===== config.mk =====
export PLATFORM = sky130hd
export DESIGN_NAME = vga_timing_generator
export DESIGN_NICKNAME = d
export VERILOG_FILES = /design/src/source/video_timing_pkg.sv /design/src/source/vga_timing_generator.sv
export SDC_FILE = /design/constraint.sdc
export NUM_CORES = 1
export LEC_CHECK = 0
export ABC_CLOCK_PERIOD_IN_PS = 5500
export BUFFER_PORTS_ARGS = -buffer_cell sky130_fd_sc_hd__buf_4
export CORE_MARGIN = 1.5
export CORE_UTILIZATION = 33
export DETAILED_ROUTE_END_ITERATION = 10
export MAX_ROUTING_LAYER = met4
export PLACE_DENSITY_LB_ADDON = 0.1
export SLEW_MARGIN = 20
export SYNTH_ARGS = -nofsm -noshare
export SYNTH_HDL_FRONTEND = slang
export SYNTH_SLANG_ARGS = --single-unit

===== constraint.sdc =====
create_clock -name clk -period 5.5 [get_ports clk]
set_input_delay 1.1 -clock clk [delete_from_list [all_inputs] [get_ports clk]]
set_output_delay 1.1 -clock clk [all_outputs]
set_load 0.005 [all_outputs]

===== src/source/video_timing_pkg.sv =====
package video_timing_pkg;

	// Wide enough for 800 pixels and 525 lines
	localparam int COUNTER_WIDTH = 11;

	// 640x480 at 60 Hz, 25.175 MHz pixel clock
	// Horizontal lengths in pixels
	localparam int H_FRONT_PORCH = 16;
	localparam int H_SYNC = 96;
	localparam int H_BACK_PORCH = 48;
	localparam int H_VISIBLE = 640;

	// Vertical lengths in lines
	localparam int V_FRONT_PORCH = 10;
	localparam int V_SYNC = 2;
	localparam int V_BACK_PORCH = 33;
	localparam int V_VISIBLE = 480;

endpackage


===== src/source/vga_timing_generator.sv =====
module vga_timing_generator #(
	parameter int HSYNC_START = video_timing_pkg::H_FRONT_PORCH,
	parameter int HSYNC_END = HSYNC_START + video_timing_pkg::H_SYNC,
	parameter int HVISIBLE_START = HSYNC_END + video_timing_pkg::H_BACK_PORCH,
	parameter int HVISIBLE_END = HVISIBLE_START + video_timing_pkg::H_VISIBLE,
	parameter int VSYNC_START = video_timing_pkg::V_FRONT_PORCH,
	parameter int VSYNC_END = VSYNC_START + video_timing_pkg::V_SYNC,
	parameter int VVISIBLE_START = VSYNC_END + video_timing_pkg::V_BACK_PORCH,
	parameter int VVISIBLE_END = VVISIBLE_START + video_timing_pkg::V_VISIBLE
) (
	input logic clk,
	input logic reset,
	output logic vga_hs,
	output logic vga_vs,
	output logic in_visible_region,
	output logic pixel_enable
);
	import video_timing_pkg::*;

	// Boundaries at counter width
	localparam logic [COUNTER_WIDTH-1:0] HS_START_COUNT = COUNTER_WIDTH'(HSYNC_START);
	localparam logic [COUNTER_WIDTH-1:0] HS_END_COUNT = COUNTER_WIDTH'(HSYNC_END);
	localparam logic [COUNTER_WIDTH-1:0] HV_START_COUNT = COUNTER_WIDTH'(HVISIBLE_START);
	localparam logic [COUNTER_WIDTH-1:0] HV_END_COUNT = COUNTER_WIDTH'(HVISIBLE_END);
	localparam logic [COUNTER_WIDTH-1:0] VS_START_COUNT = COUNTER_WIDTH'(VSYNC_START);
	localparam logic [COUNTER_WIDTH-1:0] VS_END_COUNT = COUNTER_WIDTH'(VSYNC_END);
	localparam logic [COUNTER_WIDTH-1:0] VV_START_COUNT = COUNTER_WIDTH'(VVISIBLE_START);
	// Last line of the frame is the last visible one
	localparam logic [COUNTER_WIDTH-1:0] V_LAST_LINE = COUNTER_WIDTH'(VVISIBLE_END - 1);

	logic [COUNTER_WIDTH-1:0] horizontal_counter;
	logic [COUNTER_WIDTH-1:0] vertical_counter;
	logic hvisible;
	logic vvisible;
	logic line_end;
	logic frame_end;

	assign in_visible_region = hvisible && vvisible;
	assign line_end = horizontal_counter == HV_END_COUNT;
	assign frame_end = vertical_counter == V_LAST_LINE;

	always_ff @(posedge clk or posedge reset)
	begin
		if (reset)
		begin
			pixel_enable <= 1'b0;
			horizontal_counter <= '0;
			vertical_counter <= '0;
			hvisible <= 1'b0;
			vvisible <= 1'b0;
			vga_hs <= 1'b0;
			vga_vs <= 1'b0;
		end
		else
		begin
			// Pixel rate is half of clk
			pixel_enable <= !pixel_enable;
			if (pixel_enable)
			begin
				// Line wrap, then frame wrap
				if (line_end)
				begin
					horizontal_counter <= '0;
					hvisible <= 1'b0;
					if (frame_end)
					begin
						vertical_counter <= '0;
						vvisible <= 1'b0;
					end
					else
						vertical_counter <= vertical_counter + 1'b1;
				end
				else
					horizontal_counter <= horizontal_counter + 1'b1;

				// Vertical sync pulse, then visible lines
				if (vertical_counter == VS_START_COUNT)
					vga_vs <= 1'b0;
				else if (vertical_counter == VS_END_COUNT)
					vga_vs <= 1'b1;
				else if (vertical_counter == VV_START_COUNT)
					vvisible <= 1'b1;

				// Horizontal sync pulse, then visible pixels
				if (horizontal_counter == HS_START_COUNT)
					vga_hs <= 1'b0;
				else if (horizontal_counter == HS_END_COUNT)
					vga_hs <= 1'b1;
				else if (horizontal_counter == HV_START_COUNT)
					hvisible <= 1'b1;
			end
		end
	end

endmodule


==> results of run 1 <==
==> critical path, stage by stage, from the launching register on <==
cell	delay, ns
dfrtp_1	0.44
inv_1	0.08
ha_1	0.15
or4bb_1	0.54
or4_1	0.66
or4b_1	0.54
o21ai_1	0.08
==> routing by layer <==
layer  GRT usage [%]  vias up
li1                -      564
met5               -        -
met2            19.7       22
met4            4.49        0
met3            1.74        4
met1            21.5      528
==> layout by cell type (no fill, tap or decap), drive strengths merged <==
master	instances
dfrtp	27
nand2	13
o21ai	13
nor2	9
nand4	8
nand3	8
inv	8
xor2	6
xnor2	6
nor3	6
ha	6
a21oi	5
buf	5
and3	4
a31oi	4
nor4	4
nor4b	3
clkbuf	3
and2	3
mux2i	2
a41oi	2
or4b	2
or4bb	1
or3	1
or4	1
nor4bb	1
nor3b	1
and4	1
nand2b	1
o2bb2ai	1
mux2	1
or3b	1
clkinv	1
==> state kept, by name, indices dropped and copies added, names as in the netlist <==
signal and count:
vertical_counter 11, horizontal_counter 11, vvisible 1, vga_hs 1
hvisible 1, pixel_enable 1, vga_vs 1
==> power by group through the flow <==
stage | combinational (mW) | clock [mW] | sequential, mW
3_5_place_dp | 0.00486 | 0 | 0.202
3_3_place_gp | 0.00478 | 0 | 0.202
4_1_cts | 0.00486 | 0.121 | 0.198
6_report | 0.00443 | 0.118 | 0.198
5_1_grt | 0.00550 | 0.131 | 0.198
2_1_floorplan | 0.00294 | 0 | 0.202
==> logic make-up (layout without fill, tap and decap cells) <==
family          after synthesis  count (layout)
compound gates               25              25
xor+xnor                     12              12
fa+ha+maj                     6               6
buf+inv                      12              17
flops                        27              27
mux                           3               3
simple gates                 68              68
==> area by class of cell <==
cell class,count,area (µm²),share of cell area [%]
well taps,52,65.1,4.06
repair buffers,5,37.5,2.34
multi-input cells,114,747,46.6
clock inverters,1,5.00,0.312
clock buffers,3,41.3,2.58
inverters,8,30.0,1.87
flip-flops and latches,27,676,42.2
==> final timing paths <==
kind                       slack (ns)  depth (start not counted)              endpoint                  start
max in group asynchronous        4.25                          2   vertical_counter[6]                  reset
max                              2.94                          6  vertical_counter[10]  horizontal_counter[0]
min reg2reg                      0.50                          2              hvisible               hvisible
min                              0.50                          2              hvisible               hvisible
max reg2reg                      2.94                          6  vertical_counter[10]  horizontal_counter[0]
min in group asynchronous        0.87                          2                vga_vs                  reset
==> through the flow <==
step | instances | area [µm²]
after CTS | 210 | 1600
final | 210 | 1600
after global routing | 210 | 1600
after global placement | 206 | 1560
after detailed placement | 206 | 1560
after floorplan | 153 | 1470
==> summary.txt, run 1 <==
Status
  • Outcome: finished, final reports clean

Logic synthesis
  • Yosys reg bits: 27
  • Top cells by area, synth: dfrtp_1 46%, ha_1 5.1%, o21ai_0 4.1%
  • Most common cell in the netlist: dfrtp_1
  • Post-synthesis sequential area ratio: 46.0%
  • Post-synth cell types: 36
  • Post-Syn Instances: about 150
  • Xor/xnor share of the synthesized area: under 10%
  • Synth top cells by count: 27 x dfrtp_1, 13 x nand2_1, 12 x o21ai_0, 9 x nor2_1
  • Post-synthesis simple-gate area fraction: about 27%
  • EDFF count, synth: 0
  • Syn Nets: between 150 and 200
  • Share of the synthesized area in the top cell type: roughly 46%
  • Synth Flop Type: dfrtp_1
  • Synth area leader: dfrtp_1
  • Synthesized area: between 0.001 and 0.0015 mm²
  • Compound-cell area share of the yosys netlist: roughly 9.6%
  • Syn. warnings: 0
  • Asr flop ratio synth: between 90% and 100%
  • Mux contribution to synthesized area: 2.13%
  • Largest family of logic cells by synthesized area: simple AND/OR/NAND/NOR gates
  • Avg Cell Area, Syn: ~9.6 µm²
  • Adder-cell share of the synthesized area: under 10%

Clocking
  • CTS Buf Count: 3
  • Maximum root-to-sink buffer count: 2
  • Clk root buf: clkbuf_8
  • Post_cts resized: 0
  • CTS tree: yes
  • Clock Sinks: 27
  • Clock latency on the worst-skew pair: between 0.2 and 0.3 ns
  • H-tree depth: 1
  • Setup Fix Bufs, Post-CTS: 0
  • Clk slew on worst S/H paths: 0.10 ns
  • CTS Hold Bufs: 0

STA
  • Fmax: roughly 390 MHz
  • Fin. max-slew vios: 0
  • Period utilization: 46.6%
  • Relative slew margins: approximately a third
  • Fin Setup TNS: 0 ns
  • Final worst setup slack: around 3 ns
  • Worst Skew: around 0.0014 ns
  • Worst hold margin: between 0.5 and 0.6 ns
  • Final min period: between 2 and 3 ns
  • Final setup fails: 0
  • Hold Vio Cnt, Final: 0
  • RSZ-0062 raised after global routing: no
  • Worst-Margin Slew: a little under 1 ns

Worst setup path
  • Worst Path Arrival: between 2 and 3 ns
  • Kind of critical path: reg2reg
  • Crit path capture type: register
  • Startpoint types: register
  • CP Max Fanout: 10
  • Critical Path RT: 5.71 ns

Power
  • Int Pwr: about 250 µW
  • Clk pwr share: 36.8%
  • Worst VDD drop: around 77 µV
  • Switching part of the total: between 20% and 30%
  • Reg power frac: between 60% and 70%
  • Lkg Pwr: 0.680 nW
  • Total design power: ~320 µW
  • Power density over the cells: between 200 and 250 mW/mm²
  • Comb power frac: 1.4%
  • NetSw: approximately 71 µW

Global routing
  • Overall routing resource usage: between 10% and 20%
  • Overflow after GRT: 0
  • Vias in the first global route: 1,113
  • Largest net degree at the start of global routing: 28
  • Global-route wire length before repair: around 5400 µm
  • Antenna violations before repair: 0

Finish
  • Share of cells above drive strength 1: around 8.2%
  • Antenna Cells: 0
  • Layout Area Growth over Synthesis: 9.03%
  • # nets final: 167
  • Fin util: approximately 37%
  • Fillers: 450

Die
  • I/O pin count: 6
  • Initial Util: between 30% and 40%
  • Die width: 69.7 µm
  • Die Y: 69.7 µm
  • Die area: roughly 0.0049 mm²
  • Row Count: 24
  • Core area: 0.00432 mm²

Drt
  • Initial DRC count: 67
  • Remaining DRCs: 0
  • Routed wl met3: approximately 83 µm
  • WL met2: around 1200 µm
  • Via count: between 1,000 and 1,500
  • Final antenna-violating net count: 0
  • Max Used Layer: met4
  • WL met1: between 1500 and 2000 µm
  • Final Routed Wirelength: 2940 µm
  • Avg WL per Cell: 14.0 µm
  • DR pass1 iterations: 4
  • Vias/cell: 5.32

Place
  • Gpl congestion: just under 0.9
  • Dpl ws: 2.95 ns
  • IO Port Bufs: 5
  • HPWL Detailed: approximately 2100 µm

Flow run
  • MaxCap Viol Count: 0

Worst hold path
  • Worst hold path class: reg2reg
Power figures use the tool's default switching activity.
==> inputs of run 2 (changes only) <==
--- a/config.mk
+++ b/config.mk
@@ -5,7 +5,7 @@
 export SDC_FILE = /design/constraint.sdc
 export NUM_CORES = 1
 export LEC_CHECK = 0
-export ABC_CLOCK_PERIOD_IN_PS = 5500
+export ABC_CLOCK_PERIOD_IN_PS = 2240
 export BUFFER_PORTS_ARGS = -buffer_cell sky130_fd_sc_hd__buf_4
 export CORE_MARGIN = 1.5
 export CORE_UTILIZATION = 33
==> constraint.sdc (replaced) <==
create_clock -name clk -period 2.24 [get_ports clk]
set_input_delay 0.448 -clock clk [delete_from_list [all_inputs] [get_ports clk]]
set_output_delay 0.448 -clock clk [all_outputs]
set_load 0.005 [all_outputs]
==> run 2 against run 1 <==
Net effect: sequential share of layout area decreased by 3.8 points; wire length increased by 13%; register-to-register slack worse by 2.9 ns; combinational power grew to 2.7 times the previous value; critical endpoint unchanged; largest power group unchanged.
==> summary.txt, run 2 (synthesis gave the netlist of run 1 again) <==
Power
  • Power density over the cells: 448 mW/mm² (was 200 mW/mm²)
  • Comb power frac: 1.5% (was 1.4%)
  • NetSw: 170 µW (was 70.9 µW)
  • Worst VDD drop: 173 µV (was 77.4 µV)
  • Clk pwr share: 36.7% (was 36.8%)
  • Int Pwr: 617 µW (was 250 µW)
  • Total design power: 788 µW (was 321 µW)
  • Reg power frac: 61.8% (was 61.9%)
  • Switching part of the total: 21.6% (was 22.1%)
  • Lkg Pwr: 0.786 nW (was 0.680 nW)

STA
  • RSZ-0062 raised after global routing: yes (was no)
  • Worst-Margin Slew: 0.621 ns (was 0.990 ns)
  • Final min period: 2.21 ns (was 2.56 ns)
  • Fmax: 453 MHz (was 390 MHz)
  • Fin. max-slew vios: 0 (unchanged)
  • Period utilization: 98.4% (was 46.6%)
  • Relative slew margins: 58.0% (was 33.4%)
  • Worst Skew: 0.00406 ns (was 0.00137 ns)
  • Hold Vio Cnt, Final: 0 (unchanged)
  • Final setup fails: 0 (unchanged)

Drt
  • DR pass1 iterations: 4 (unchanged)
  • Final Routed Wirelength: 3310 µm (was 2940 µm)
  • Remaining DRCs: 0 (unchanged)
  • Final antenna-violating net count: 0 (unchanged)
  • Routed wl met3: 89 µm (was 83 µm)
  • Vias/cell: 5.37 (was 5.32)
  • Max Used Layer: met4 (unchanged)
  • Via count: 1,225 (was 1,118)
  • WL met1: 1730 µm (was 1640 µm)
  • Avg WL per Cell: 14.5 µm (was 14.0 µm)
  • Initial DRC count: 57 (was 67)
  • WL met2: 1420 µm (was 1180 µm)

Clocking
  • Clk slew on worst S/H paths: 0.10 ns (about the same)
  • Maximum root-to-sink buffer count: 2 (unchanged)
  • CTS Buf Count: 3 (unchanged)
  • Clock Sinks: 27 (unchanged)
  • Clk root buf: clkbuf_8 (unchanged)
  • CTS Hold Bufs: 0 (unchanged)
  • H-tree depth: 1 (unchanged)
  • Clock latency on the worst-skew pair: 0.28 ns (was 0.27 ns)
  • CTS tree: yes (unchanged)

Place
  • IO Port Bufs: 5 (unchanged)
  • Placed instance area: 0.00169 mm² (was 0.00156 mm²)
  • Gpl congestion: 0.864 (was 0.868)
  • HPWL Detailed: 2410 µm (was 2130 µm)

Worst setup path
  • CP Capture Point: vertical_counter[10] (unchanged)
  • Crit Reg-Reg Endpoint: vertical_counter[10] (unchanged)
  • Kind of critical path: reg2reg (unchanged)
  • Startpoint types: register (unchanged)
  • Crit. Startpoint: horizontal_counter[1] (was horizontal_counter[0])
  • Critical Path RT: 2.45 ns (was 5.71 ns)
  • Worst Path Arrival: 2.41 ns (was 2.77 ns)
  • R2R depth: 6 (unchanged)
  • Crit path capture type: register (unchanged)
  • Reg2Reg Setup Slack: 0.03 ns (was 2.94 ns)
  • FF-to-FF Start: horizontal_counter[1] (was horizontal_counter[0])
  • CP Max Fanout: 4 (was 10)

Global routing
  • Vias in the first global route: 1,109 (was 1,113)
  • Overall routing resource usage: 14.8% (was 14.2%)
  • Overflow after GRT: 0 (unchanged)
  • Antenna violations before repair: 0 (unchanged)
  • Global-route wire length before repair: 5440 µm (was 5410 µm)
  • Largest net degree at the start of global routing: 28 (unchanged)

Die
  • Row Count: 24 (unchanged)
  • Core area: 0.00432 mm² (unchanged)
  • Initial Util: 34.0% (unchanged)
  • I/O pin count: 6 (unchanged)
  • Die area: 0.00486 mm² (unchanged)
  • Die width: 69.7 µm (unchanged)
  • Die Y: 69.7 µm (unchanged)

Finish
  • Layout Area Growth over Synthesis: 19.8% (was 9.03%)
  • Share of cells above drive strength 1: 19.3% (was 8.23%)
  • Final Cell Area: 0.00176 mm² (was 0.00160 mm²)
  • # nets final: 185 (was 167)
  • Most common cell after layout, fill and taps aside: dfrtp_1 (unchanged)
  • Commonest non-fill, non-tap cells in the layout: 27 x dfrtp_1, 23 x buf_4, 13 x nand2_1 (was 27 x dfrtp_1, 13 x nand2_1, 12 x o21ai_0)
  • Antenna Cells: 0 (unchanged)
  • Top Registers: horizontal_counter: 11 flops, vertical_counter: 11 flops (unchanged)
  • Fillers: 458 (was 450)

Worst hold path
  • Worst hold path class: in2async (was reg2reg)

Flow run
  • MaxCap Viol Count: 0 (unchanged)

Status
  • Outcome: finished, final reports clean (unchanged)
run 2: how the worst min path moves through the flow:
stage             start               endpoint  slack [ns]  cells past startpoint
2_1_floorplan  hvisible               hvisible        0.45                      2
3_3_place_gp   hvisible               hvisible        0.49                      2
3_5_place_dp   hvisible               hvisible        0.49                      2
4_1_cts           reset                 vga_vs        0.24                      3
5_1_grt           reset  horizontal_counter[1]        0.26                      3
6_report          reset    vertical_counter[2]        0.22                      3
run 2: stage by stage:
stage	instances	TNS (ns)	hold WS, ns	utilization (%)	setup slack (ns)
after global placement	223	0	0.485	39.1	0.0548
after floorplan	153	-0.0908	0.447	-	-0.0880
after detailed placement	223	-0.00283	0.488	39.1	-0.00283
after CTS	228	-0.00328	0.236	40.5	-0.00328
final	228	0	0.221	40.7	0.0348
after global routing	228	-0.212	0.264	40.7	-0.104
run 2: layer usage:
layer	up-vias	global-route usage, %
met5	-	-
met4	0	7.05
met2	19	18.7
met1	597	22.8
li1	603	-
met3	6	2.03
run 2: power by group through the flow:
stage	Clock, mW	Combinational [mW]	Sequential, mW
final	0.289	0.0120	0.487
after global routing	0.316	0.0146	0.487
after CTS	0.300	0.0132	0.487
after detailed placement	0	0.0132	0.497
after global placement	0	0.0129	0.497
after floorplan	0	0.00723	0.497
run 2: layout make-up:
| type | instances | area, µm² | share of cell area [%] |
|---|---|---|---|
| inverters | 8 | 30.0 | 1.71 |
| clock buffers | 4 | 45.0 | 2.56 |
| repair buffers | 23 | 173 | 9.82 |
| multi-input cells | 114 | 771 | 43.8 |
| flip-flops and latches | 27 | 676 | 38.4 |
| well taps | 52 | 65.1 | 3.70 |
run 2: timing repair:
| action | CTS | global route |
|---|---|---|
| gates resized for setup | 2 | 7 |
| buffers inserted | 1 | 0 |
| cloned | 0 | 0 |
| setup endpoints to repair | 1 | 8 |
| pin swaps | 3 | 1 |
run 2: worst max-delay path: stages (launching register included):
cell and delay (ns):
dfrtp_1 0.39, inv_1 0.06, ha_2 0.17, or4bb_4 0.46
or4_4 0.51, or4b_1 0.47, o21ai_1 0.09
==> inputs of run 3 (changes only) <==
--- a/config.mk
+++ b/config.mk
@@ -7,11 +7,13 @@
 export LEC_CHECK = 0
 export ABC_CLOCK_PERIOD_IN_PS = 2240
 export BUFFER_PORTS_ARGS = -buffer_cell sky130_fd_sc_hd__buf_4
+export CORE_ASPECT_RATIO = 1.2
 export CORE_MARGIN = 1.5
 export CORE_UTILIZATION = 33
 export DETAILED_ROUTE_END_ITERATION = 10
 export MAX_ROUTING_LAYER = met4
 export PLACE_DENSITY_LB_ADDON = 0.1
+export REMOVE_ABC_BUFFERS = 1
 export SLEW_MARGIN = 20
 export SYNTH_ARGS = -nofsm -noshare
 export SYNTH_HDL_FRONTEND = slang
==> run 3 against run 2 <==
Net effect: sequential share of layout area increased by 0.39 points; largest power group unchanged; register-to-register slack better by 0.04 ns; sequential power is essentially flat; critical path type unchanged.
==> summary.txt, run 3 (synthesis gave the netlist of run 1 again) <==
Die
  • Initial Util: 34.5% (was 34.0%)
  • I/O pin count: 6 (unchanged)
  • Die Y: 76.1 µm (was 69.7 µm)
  • Die area: 0.00486 mm² (about the same)
  • Row Count: 26 (was 24)
  • Core area: 0.00426 mm² (was 0.00432 mm²)
  • Die width: 63.9 µm (was 69.7 µm)

Power
  • Power density over the cells: 450 mW/mm² (was 448 mW/mm²)
  • Worst VDD drop: 181 µV (was 173 µV)
  • Lkg Pwr: 0.764 nW (was 0.786 nW)

Worst setup path
  • Kind of critical path: reg2reg (unchanged)
  • Startpoint types: register (unchanged)
  • CP Max Fanout: 3 (was 4)
  • Crit path capture type: register (unchanged)
  • Worst Path Arrival: 2.38 ns (was 2.41 ns)
  • Critical Path RT: 2.45 ns (about the same)

Finish
  • # nets final: 184 (was 185)
  • Most common cell after layout, fill and taps aside: dfrtp_1 (unchanged)
  • Fin util: 40.9% (was 40.7%)
  • Share of cells above drive strength 1: 17.1% (was 19.3%)
  • Fillers: 432 (was 458)
  • Non-filler cells, final: 231 (was 228)
  • Commonest non-fill, non-tap cells in the layout: 27 x dfrtp_1, 22 x buf_4, 13 x nand2_1 (was 27 x dfrtp_1, 23 x buf_4, 13 x nand2_1)
  • Top Registers: horizontal_counter: 11 flops, vertical_counter: 11 flops (unchanged)
  • Antenna Cells: 0 (unchanged)
  • Layout Area Growth over Synthesis: 18.6% (was 19.8%)

STA
  • Fmax: 461 MHz (was 453 MHz)
  • Final min period: 2.17 ns (was 2.21 ns)
  • Period utilization: 96.8% (was 98.4%)
  • Final setup fails: 0 (unchanged)
  • Worst-Margin Slew: 0.586 ns (was 0.621 ns)
  • Fin. max-slew vios: 0 (unchanged)
  • Hold Vio Cnt, Final: 0 (unchanged)
  • Relative slew margins: 60.4% (was 58.0%)
  • Worst Skew: 0.00479 ns (was 0.00406 ns)
  • RSZ-0062 raised after global routing: yes (unchanged)

Global routing
  • Largest net degree at the start of global routing: 28 (unchanged)
  • Antenna violations before repair: 0 (unchanged)
  • Met3 Resource Use GR: 2.36% (was 2.03%)
  • Most used routing layer: met2 (was met1)
  • Vias in the first global route: 1,197 (was 1,109)
  • Routing usage on met1: 19.0% (was 22.8%)
  • Overflow after GRT: 0 (unchanged)
  • Met2 usage: 25.1% (was 18.7%)
  • Global-route wire length before repair: 5730 µm (was 5440 µm)
  • Overall routing resource usage: 15.3% (was 14.8%)

Place
  • Gpl congestion: 0.922 (was 0.864)
  • IO Port Bufs: 5 (unchanged)
  • HPWL Detailed: 2440 µm (was 2410 µm)
  • Post-Place Cells: 227 (was 223)

Drt
  • Via count: 1,204 (was 1,225)
  • Final antenna-violating net count: 0 (unchanged)
  • Final Routed Wirelength: 3340 µm (was 3310 µm)
  • DR pass1 iterations: 4 (unchanged)
  • Initial DRC count: 93 (was 57)
  • Avg WL per Cell: 14.5 µm (about the same)
  • Vias/cell: 5.21 (was 5.37)
  • Remaining DRCs: 0 (unchanged)

Clocking
  • Clock Sinks: 27 (unchanged)
  • Clock latency on the worst-skew pair: 0.27 ns (was 0.28 ns)
  • Clk root buf: clkbuf_8 (unchanged)
  • CTS tree: yes (unchanged)
  • Maximum root-to-sink buffer count: 2 (unchanged)
  • CTS Buf Count: 3 (unchanged)
  • H-tree depth: 1 (unchanged)
  • Clk slew on worst S/H paths: 0.10 ns (about the same)

Status
  • Outcome: finished, final reports clean (unchanged)

Flow run
  • MaxCap Viol Count: 0 (unchanged)

Worst hold path
  • Worst hold path class: in2async (unchanged)
run 3: timing repair:
| item | in CTS | in global routing |
|---|---|---|
| pin swaps | 1 | 0 |
| setup endpoints to repair | 3 | 3 |
| resized for setup | 1 | 2 |
| hold buffers | 0 | 0 |
| endpoints found under the hold margin | 0 | 0 |
| buffers inserted | 0 | 0 |
run 3: path summary, 6_finish.rpt:
check                                            from                    end  slack (ns)  cells past startpoint
max in group asynchronous                       reset  horizontal_counter[8]        1.73                      3
worst min register to register               hvisible               hvisible        0.50                      2
worst max-delay path            horizontal_counter[0]   vertical_counter[10]        0.07                      6
worst max register to register  horizontal_counter[0]   vertical_counter[10]        0.07                      6
worst min-delay path                            reset           pixel_enable        0.24                      3
min in group clk                             hvisible               hvisible        0.50                      2
run 3: metal layers:
metal / up-vias / part of all wire [%]
li1: 599 / -
met1: 584 / 47
met2: 13 / 49
met3: 8 / 1.7
met4: 0 / 1.9
met5: - / 0
run 3: critical path, cell delays in order, from the launching register on:
cell and delay, ns:
dfrtp_1 0.39, inv_1 0.06, ha_1 0.15, or4bb_1 0.43
or4_4 0.50, or4b_1 0.50, o21ai_1 0.08
run 3: area by class of cell:
type	instances	area, µm²	share of cell area (%)
multi-input combinational	114	756	43.4
sequential	27	676	38.8
timing repair buffer	22	165	9.48
tap	56	70.1	4.02
clock buffer	4	45.0	2.59
inverter	8	30.0	1.72
run 3: report_power, final:
part	switching [mW]	total [mW]	leakage, nW	internal (mW)
registers	0	0.487	0.363	0.487
logic	0.0103	0.0127	0.379	0.00238
clock network	0.157	0.284	0.0228	0.128
total	0.167	0.784	0.764	0.617
run 3: stage by stage:
step / hold WS (ns) / setup WS, ns / area, µm² / power (mW) / TNS, ns
6_report: 0.237 / 0.0721 / 1740 / 0.784 / 0
4_1_cts: 0.243 / 0.0427 / 1740 / 0.797 / 0
5_1_grt: 0.274 / -0.0147 / 1740 / 0.817 / -0.0147
3_3_place_gp: 0.474 / 0.0265 / 1690 / 0.510 / 0
2_1_floorplan: 0.447 / -0.167 / 1450 / 0.504 / -0.252
3_5_place_dp: 0.485 / -0.0324 / 1690 / 0.510 / -0.0718
